[src/design/rename_pkg.sv]
package rename_pkg;

	// ===================================================================
	// register file sizes
	// ===================================================================
	localparam int AREG_N	= 32;	// architectural registers
	localparam int AREG_W	= 5;	// arch index width
	localparam int PREG_W	= 6;	// phys tag width, fixed
	localparam int PREG_N	= 64;	// physical registers

	typedef logic [AREG_W-1:0]	areg_t;	// arch register index
	typedef logic [PREG_W-1:0]	preg_t;	// phys register tag

	// hardwired zero, never renamed
	localparam areg_t ZERO_REG	= areg_t'(31);

	// ===================================================================
	// dispatch side
	// ===================================================================
	// one decoded instruction as offered by decode
	typedef struct packed {
		logic	valid;
		areg_t	dest;
		areg_t	src_a;
		areg_t	src_b;
	} dispatch_t;

	// renamed view of the offered instruction
	typedef struct packed {
		preg_t	src_a_tag;
		logic	src_a_rdy;	// table state before the edge
		preg_t	src_b_tag;
		logic	src_b_rdy;
		preg_t	new_tag;	// free list head, or map of r31
		preg_t	old_tag;	// previous mapping of dest
	} rename_t;

	// ===================================================================
	// completion and retire side
	// ===================================================================
	typedef struct packed {
		logic	valid;	// completing entry had a real dest
		preg_t	tag;	// tag whose ready bit gets set
	} wakeup_t;

	// head of rob leaving the machine
	typedef struct packed {
		logic	valid;
		areg_t	dest;
		preg_t	new_tag;
		preg_t	old_tag;	// goes back to free list
		logic	renamed;	// low for dest r31
	} retire_t;

endpackage: rename_pkg

[src/design/free_list.sv]
`timescale 1ns/1ps

module free_list import rename_pkg::*; (
	input	logic		clk,
	input	logic		rst_i,

	input	logic		pop_i,		// [rename] real dest dispatched
	input	retire_t	retire_i,	// [rob] head leaving

	output	logic		empty_o,
	output	preg_t		head_tag_o	// next tag to hand out
);

	// tags above the arch range start out free
	localparam int INIT_FREE = PREG_N - AREG_N;

	// ===================================================================
	// queue storage and pointers
	// ===================================================================
	preg_t			fl_q [PREG_N];	// circular tag queue
	preg_t			head_q;		// wraps at PREG_N
	preg_t			tail_q;
	logic	[PREG_W:0]	count_q;	// 0 .. PREG_N

	logic			push;

	// only renamed instructions give a tag back
	assign push		= retire_i.valid && retire_i.renamed;

	assign empty_o		= (count_q == '0);
	assign head_tag_o	= fl_q[head_q];

	always_ff @(posedge clk) begin
		if (rst_i) begin
			// seed 32..63 in order
			for (int i = 0; i < INIT_FREE; i++) begin
				fl_q[i] <= preg_t'(AREG_N + i);
			end
			head_q	<= '0;
			tail_q	<= preg_t'(INIT_FREE);
			count_q	<= (PREG_W+1)'(INIT_FREE);
		end else begin
			if (push) begin
				fl_q[tail_q]	<= retire_i.old_tag;
				tail_q		<= tail_q + 1'b1;
			end
			if (pop_i) begin
				head_q		<= head_q + 1'b1;
			end

			// pop and push together leave the count alone
			if (push && !pop_i) begin
				count_q <= count_q + 1'b1;
			end else if (!push && pop_i) begin
				count_q <= count_q - 1'b1;
			end
		end
	end

endmodule: free_list

[src/design/rename_top.sv]
`timescale 1ns/1ps

module rename_top import rename_pkg::*; #(
	parameter int ROB_DEPTH = 16	// passed down to the rob
) (
	input	logic				clk,
	input	logic				rst_i,

	input	dispatch_t			dispatch_i,	// held until accepted
	input	logic				complete_valid_i,	// one-cycle strobe
	input	logic	[$clog2(ROB_DEPTH)-1:0]	complete_idx_i,

	output	logic				accept_o,
	output	rename_t			rename_o,
	output	logic	[$clog2(ROB_DEPTH)-1:0]	rob_idx_o,	// slot of the offer
	output	retire_t			retire_o
);

	// ===================================================================
	// internal wires
	// ===================================================================
	logic		fl_pop;		// rename -> free list
	logic		fl_empty;	// free list -> rename
	preg_t		fl_head_tag;
	logic		rob_full;	// rob -> rename
	logic		renamed;	// rename -> rob, dest is not r31
	wakeup_t	wakeup;		// rob -> rename ready bits

	// ===================================================================
	// map table, ready bits, dispatch gating
	// ===================================================================
	rename_unit rename_unit (
		.clk			(clk),
		.rst_i			(rst_i),
		.dispatch_i		(dispatch_i),
		.rob_full_i		(rob_full),
		.fl_empty_i		(fl_empty),
		.fl_head_tag_i		(fl_head_tag),
		.wakeup_i		(wakeup),
		.accept_o		(accept_o),	// also the rob alloc
		.fl_pop_o		(fl_pop),
		.rename_o		(rename_o),
		.renamed_o		(renamed)
	);

	// ===================================================================
	// free physical tags
	// ===================================================================
	free_list free_list (
		.clk			(clk),
		.rst_i			(rst_i),
		.pop_i			(fl_pop),
		.retire_i		(retire_o),	// old tag comes back here
		.empty_o		(fl_empty),
		.head_tag_o		(fl_head_tag)
	);

	// ===================================================================
	// reorder buffer
	// ===================================================================
	rob #(
		.ROB_DEPTH		(ROB_DEPTH)
	) rob (
		.clk			(clk),
		.rst_i			(rst_i),
		.alloc_i		(accept_o),
		.dest_i			(dispatch_i.dest),
		.new_tag_i		(rename_o.new_tag),	// tnew
		.old_tag_i		(rename_o.old_tag),	// told
		.renamed_i		(renamed),
		.complete_valid_i	(complete_valid_i),
		.complete_idx_i		(complete_idx_i),
		.full_o			(rob_full),
		.tail_idx_o		(rob_idx_o),
		.wakeup_o		(wakeup),
		.retire_o		(retire_o)
	);

endmodule: rename_top

[src/design/rename_unit.sv]
`timescale 1ns/1ps

module rename_unit import rename_pkg::*; (
	input	logic		clk,
	input	logic		rst_i,

	input	dispatch_t	dispatch_i,	// offered instruction
	input	logic		rob_full_i,	// [rob]
	input	logic		fl_empty_i,	// [free list]
	input	preg_t		fl_head_tag_i,	// [free list] next free tag
	input	wakeup_t	wakeup_i,	// [rob] completion broadcast

	output	logic		accept_o,	// dispatch happens this cycle
	output	logic		fl_pop_o,	// [free list]
	output	rename_t	rename_o,
	output	logic		renamed_o	// [rob] dest is not r31
);

	// ===================================================================
	// state
	// ===================================================================
	preg_t			map_q [AREG_N];	// arch -> phys
	logic	[PREG_N-1:0]	rdy_q;		// one bit per phys tag

	logic			dest_zero;	// only zero-reg test in the design
	preg_t			src_a_tag;
	preg_t			src_b_tag;
	preg_t			cur_tag;	// current mapping of dest

	// ===================================================================
	// lookup
	// ===================================================================
	assign dest_zero	= (dispatch_i.dest == ZERO_REG);
	assign src_a_tag	= map_q[dispatch_i.src_a];
	assign src_b_tag	= map_q[dispatch_i.src_b];
	assign cur_tag		= map_q[dispatch_i.dest];

	// dispatch gating
	// rob full stalls everything, empty free list only real dests
	assign accept_o		= dispatch_i.valid && !rob_full_i &&
				  (dest_zero || !fl_empty_i);
	assign renamed_o	= !dest_zero;
	assign fl_pop_o		= accept_o && !dest_zero;	// r31 never pops

	always_comb begin
		// sources see the table as it stands, no bypass
		rename_o.src_a_tag	= src_a_tag;
		rename_o.src_a_rdy	= rdy_q[src_a_tag];
		rename_o.src_b_tag	= src_b_tag;
		rename_o.src_b_rdy	= rdy_q[src_b_tag];

		// r31 keeps its own tag in both slots
		rename_o.old_tag	= cur_tag;
		if (dest_zero) begin
			rename_o.new_tag = cur_tag;
		end else begin
			rename_o.new_tag = fl_head_tag_i;
		end
	end

	// ===================================================================
	// update
	// ===================================================================
	always_ff @(posedge clk) begin
		if (rst_i) begin
			// identity map, everything ready
			for (int i = 0; i < AREG_N; i++) begin
				map_q[i] <= preg_t'(i);
			end
			rdy_q <= '1;
		end else begin
			// completion sets the bit at the same edge
			if (wakeup_i.valid) begin
				rdy_q[wakeup_i.tag] <= 1'b1;
			end

			// a popped tag is free, so it never collides with the wakeup tag
			if (fl_pop_o) begin
				map_q[dispatch_i.dest]	<= fl_head_tag_i;
				rdy_q[fl_head_tag_i]	<= 1'b0;	// not produced yet
			end
		end
	end

endmodule: rename_unit

[src/design/rob.sv]
`timescale 1ns/1ps

module rob import rename_pkg::*; #(
	parameter int ROB_DEPTH = 16	// power of two
) (
	input	logic				clk,
	input	logic				rst_i,

	// allocation from dispatch
	input	logic				alloc_i,
	input	areg_t				dest_i,
	input	preg_t				new_tag_i,
	input	preg_t				old_tag_i,
	input	logic				renamed_i,

	// completion from a functional unit
	input	logic				complete_valid_i,
	input	logic	[$clog2(ROB_DEPTH)-1:0]	complete_idx_i,

	output	logic				full_o,
	output	logic	[$clog2(ROB_DEPTH)-1:0]	tail_idx_o,	// slot for the offer
	output	wakeup_t			wakeup_o,	// [rename] ready bit
	output	retire_t			retire_o	// [free list, top]
);

	localparam int IDX_W = $clog2(ROB_DEPTH);

	// payload of one entry
	typedef struct packed {
		areg_t	dest;
		preg_t	new_tag;
		preg_t	old_tag;
		logic	renamed;
	} rob_entry_t;

	// ===================================================================
	// storage and pointers
	// ===================================================================
	rob_entry_t			ent_q [ROB_DEPTH];
	logic	[ROB_DEPTH-1:0]		done_q;		// completion seen
	logic	[IDX_W-1:0]		head_q;		// oldest entry
	logic	[IDX_W-1:0]		tail_q;		// next free slot
	logic	[IDX_W:0]		count_q;

	rob_entry_t			head_ent;
	rob_entry_t			cmp_ent;	// entry being completed
	logic				retire_en;

	assign head_ent		= ent_q[head_q];
	assign cmp_ent		= ent_q[complete_idx_i];

	assign full_o		= (count_q == (IDX_W+1)'(ROB_DEPTH));
	assign tail_idx_o	= tail_q;

	// head retires as soon as it is done, never held back
	assign retire_en	= (count_q != '0) && done_q[head_q];

	always_comb begin
		// r31 entries have nothing to wake
		wakeup_o.valid		= complete_valid_i && cmp_ent.renamed;
		wakeup_o.tag		= cmp_ent.new_tag;

		retire_o.valid		= retire_en;
		retire_o.dest		= head_ent.dest;
		retire_o.new_tag	= head_ent.new_tag;
		retire_o.old_tag	= head_ent.old_tag;
		retire_o.renamed	= head_ent.renamed;
	end

	// ===================================================================
	// payload write at tail
	// ===================================================================
	always_ff @(posedge clk) begin
		if (alloc_i) begin
			ent_q[tail_q] <= '{dest: dest_i, new_tag: new_tag_i,
					  old_tag: old_tag_i, renamed: renamed_i};
		end
	end

	// ===================================================================
	// pointers and done flags
	// ===================================================================
	always_ff @(posedge clk) begin
		if (rst_i) begin
			done_q	<= '0;
			head_q	<= '0;
			tail_q	<= '0;
			count_q	<= '0;
		end else begin
			if (alloc_i) begin
				done_q[tail_q]	<= 1'b0;	// fresh entry not done
				tail_q		<= tail_q + 1'b1;
			end
			// completion names an older entry, never the tail slot
			if (complete_valid_i) begin
				done_q[complete_idx_i] <= 1'b1;
			end
			if (retire_en) begin
				head_q <= head_q + 1'b1;
			end

			if (alloc_i && !retire_en) begin
				count_q <= count_q + 1'b1;
			end else if (!alloc_i && retire_en) begin
				count_q <= count_q - 1'b1;
			end
		end
	end

endmodule: rob

[config.mk]
export PLATFORM = sky130hd
export DESIGN_NAME = rename_top
export DESIGN_NICKNAME = d
export VERILOG_FILES = /design/src/design/rename_pkg.sv /design/src/design/free_list.sv /design/src/design/rename_top.sv /design/src/design/rename_unit.sv /design/src/design/rob.sv
export SDC_FILE = /design/constraint.sdc
export NUM_CORES = 2
export LEC_CHECK = 0
export BUFFER_PORTS_ARGS = -buffer_cell sky130_fd_sc_hd__buf_2
export CAP_MARGIN = 40
export CORE_ASPECT_RATIO = 0.6
export CORE_MARGIN = 2
export CORE_UTILIZATION = 63
export CTS_CLUSTER_SIZE = 20
export DETAILED_ROUTE_END_ITERATION = 7
export PLACE_DENSITY_LB_ADDON = 0.2
export SYNTH_ARGS = -nofsm -noshare
export SYNTH_HDL_FRONTEND = slang
export SYNTH_SLANG_ARGS = --single-unit
[constraint.sdc]
create_clock -name clk -period 5.37 [get_ports clk]
set_clock_uncertainty 0.2 [all_clocks]
set_input_delay 1.074 -clock clk [delete_from_list [all_inputs] [get_ports clk]]
set_output_delay 1.074 -clock clk [all_outputs]
set_load 0.01 [all_outputs]
==> flow_summary.json <==
{
  "crit_end": "rename_o[19]",
  "worst_setup_hold_path_clk_slew_ps": 60,
  "grt.busiest_layer": "met1",
  "ctsRootBufferMaster": "sky130_fd_sc_hd__clkbuf_16",
  "yosys_register_bits": 986,
  "h-tree-depth": 3,
  "synth.area.top_cells": "sky130_fd_sc_hd__edfxtp_1 56%, sky130_fd_sc_hd__mux4_2 19%, sky130_fd_sc_hd__dfxtp_1 5.2%",
  "crit_path_start_kind": "primary input",
  "syn_area_per_cell_um2": 15.0,
  "routedWlPerCell_um": 32.8,
  "core-area_um2": 73500,
  "clock_tree_from_tritoncts": "yes",
  "netlist.top_cell.by_area": "sky130_fd_sc_hd__edfxtp_1",
  "post_synth_inst_count": 3116,
  "reg2reg_setup_slack_ps": 960,
  "timing_worst_setup_path_type": "primary input to output port",
  "r2r-end": "rename_unit.rdy_q[11]",
  "critPathCaptureType": "output port",
  "final-hold-violation-count": 0,
  "area_fraction_in_and_or_nand_and_nor_cells_after_synthesis_pct": 9.15,
  "detail-route-antenna-nets": 0,
  "timing.final.crit_period_ps": 5340,
  "global_route_wire_length_before_repair_um": 206000,
  "grt_setup_unrepaired": "true",
  "die_x_um": 356,
  "grtUsageMet3_pct": 13.8,
  "cellPowerDensity_nw_per_um2": 370,
  "cts_buffers": 89,
  "floorplan.io_pins": 73,
  "count_of_flip_flops_with_a_built_in_enable_after_synthesis": 864,
  "place.gp.congestion": 1.03,
  "finalSetupViolations": 0,
  "die_y_um": 215,
  "max-vdd-ir-drop_uv": 320,
  "critical-path-top-delay-family": "buffers and inverters",
  "worst_path_arrival_time_ps": 4070,
  "synth_compound_area_share_pct": 5.30,
  "dp_hpwl_um": 94500,
  "cts.hold.buffers_added": 0,
  "drive_above_1_share_pct": 28.3,
  "clock_latency_ps": 700,
  "gr-usage-met1_pct": 55.8,
  "timing.reg2reg.worst_path_depth": 9,
  "synth_async_sr_flop_share_pct": 0,
  "n_antenna_cell": 0,
  "critPathRequiredTime_ps": 4100,
  "viasPerCell": 7.27,
  "status": "complete, no violations",
  "grt_overflow_total": 0,
  "synth_common_cells": "864 x sky130_fd_sc_hd__edfxtp_1, 390 x sky130_fd_sc_hd__mux4_2, 386 x sky130_fd_sc_hd__nor2_1, 301 x sky130_fd_sc_hd__nand2_1, 180 x sky130_fd_sc_hd__clkbuf_1",
  "layout.filler_cells": 4644,
  "final_min_period_over_clock_period_pct": 99.5,
  "slew_of_the_pin_with_the_lowest_slew_margin_ps": 896,
  "path_max_fanout": 13,
  "synth_top_family_by_area": "multiplexers",
  "antenna_found_initial": 7,
  "num_rows": 77,
  "synthMuxAreaShare_pct": 21.3,
  "cts.sink_count": 986,
  "slew-limit-headroom_pct": 40.3,
  "starting_density_of_the_core_pct": 63.6,
  "timing_max_transition_violations_final": 0,
  "worstSetupPathDepth": 14,
  "nNetsFinal": 3282,
  "track_usage_pct": 37.2,
  "worstPathBufferInverterCount": 6,
  "yosys.area_share.adder_pct": 0.541,
  "post-synth-top-count-cell": "sky130_fd_sc_hd__edfxtp_1",
  "synthDominantCellAreaShare_pct": 55.5,
  "preCtsSetupSlack_ps": -210,
  "count_of_placed_standard_cells_including_taps": 4111,
  "port_buffers": 72,
  "ys_seq_area_share_pct": 60.8,
  "synth-warning-count": 0,
  "met2_track_usage_gr_pct": 52.2,
  "postSynth.topFlopCell": "sky130_fd_sc_hd__edfxtp_1",
  "grt_pass1_vias": 30400,
  "initial_drt_pass_iterations": 6,
  "setup_ws_ps": 29.3,
  "largest_net_degree_at_the_start_of_global_routing": 76,
  "total_leakage_power_nw": 16.4,
  "crit_start": "dispatch_i[6]",
  "area_growth_pct": 12.6,
  "synthXorXnorAreaFrac_pct": 0.487,
  "final_cell_count_no_fill": 4297,
  "max-clock-path-buffers": 3,
  "netlist_area_um2": 46700,
  "drt_iter0_drc": 5094,
  "achievable-frequency_ghz": 0.187,
  "number_of_distinct_standard_cells_referenced_by_the_synthesized_netlist": 66,
  "design.die.area_um2": 76400,
  "maxCapViolations": 0,
  "detailed_route_drc_error_count": 0,
  "cp_cell_sequence": "buf_2 > buf_4 > mux2i_1 > a22oi_1 > nand4_1 > and4_1 > buf_12 > clkinv_2 > mux2_2 > o22ai_2 > nor4_2 > nor3_2 > buf_4 > buf_2",
  "critical_path.max_stage_delay_ps": 430,
  "critical_path.slowest_cell": "sky130_fd_sc_hd__mux2i_1",
  "wirelength_um": 141000,
  "type_of_the_most_critical_hold_path": "flip-flop to flip-flop",
  "route.vias.total": 31200
}
[worst min path at each step]
stage                        start              to  cells past startpoint
finish               rob.done_q[5]   rob.done_q[5]                      2
global route        rob.done_q[10]  rob.done_q[10]                      2
CTS                  rob.done_q[8]   rob.done_q[8]                      2
detailed placement   rob.done_q[5]   rob.done_q[5]                      2
global placement     rob.done_q[3]   rob.done_q[3]                      2
floorplan            rob.done_q[2]   rob.done_q[2]                      2
[cell type report]
| cell class | count | area (um^2) | share of cell area (%) |
|---|---|---|---|
| Clock buffer | 111 | 2330 | 4.43 |
| Clock inverter | 50 | 490 | 0.932 |
| Inverter | 32 | 121 | 0.231 |
| Multi-Input combinational cell | 1853 | 17600 | 33.4 |
| Sequential cell | 986 | 28400 | 54.0 |
| Tap cell | 987 | 1230 | 2.35 |
| Timing Repair Buffer | 278 | 2440 | 4.64 |
[what timing repair did]
action,CTS,global route
endpoints found under the setup margin,2,2
buffers inserted,4,13
cloned,2,5
resized for setup,10,54
pin swaps,2,20
[cells by family (layout without fill, tap and decap cells)]
kind of cell	Yosys count	count (layout)
fa+ha+maj	19	19
simple gates	967	967
mux	504	504
buf+inv	281	471
flops	986	986
other cells	2	6
compound gates	331	331
xor+xnor	26	26
[sequential cells by signal, summed over array words and instances, names as in the netlist, named ones only]
register,count
free_list.fl_q,384
rob.ent_q,288
rename_unit.map_q,192
rename_unit.rdy_q,64
rob.done_q,16
free_list.count_q,7
free_list.head_q,6
free_list.tail_q,6
rob.count_q,5
rob.head_q,4
rob.tail_idx_o,4
[cell usage in the layout (no fill, tap or decap), drive strengths merged, types with 59 or more instances in the layout]
| cell type | Yosys | layout |
|---|---|---|
| buf | 69 | 271 |
| clkbuf | 180 | 117 |
| mux4 | 390 | 390 |
| edfxtp | 864 | 864 |
| nand2b | 59 | 59 |
| o32a | 64 | 64 |
| dfxtp | 122 | 122 |
| nand2 | 301 | 301 |
| nor2 | 386 | 386 |
| mux2i | 79 | 79 |
[worst register-to-register path: cells and delay by family, from the launching register on]
family	cells	cell delay, ps
multiplexers	3	1440
AO/OA/AOI/OAI	2	490
AND/OR/NAND/NOR	2	720
buffers and inverters	2	800
flip-flops	1	630
[metrics by stage]
step                      instance area, um^2  total power [mW]  utilization, %  setup TNS [ps]  hold WS, ps
after global placement                  49100              12.9            66.8            -200          258
after global routing                    52600              20.0            71.6           -58.5          302
after detailed placement                49200              13.0            66.9            -272          268
after CTS                               52200              19.3            71.0               0          280
after floorplan                         46700              11.5               -               0          247
final                                   52600              19.4            71.6               0          284
[where the power goes]
group	switching (mW)	leakage, nW	internal [mW]
clock	2.87	1.38	3.48
combinational	2.51	6.42	1.57
sequential	0.222	8.63	8.79
total	5.60	16.4	13.8
[metal layers]
layer / vias to the layer above / part of all wire [%]
met3: 272 / 16
met1: 15900 / 38
met2: 2569 / 43
li1: 12500 / -
met4: 8 / 2.3
met5: - / 0.099
Note: power is estimated with default switching activity, not from simulation.
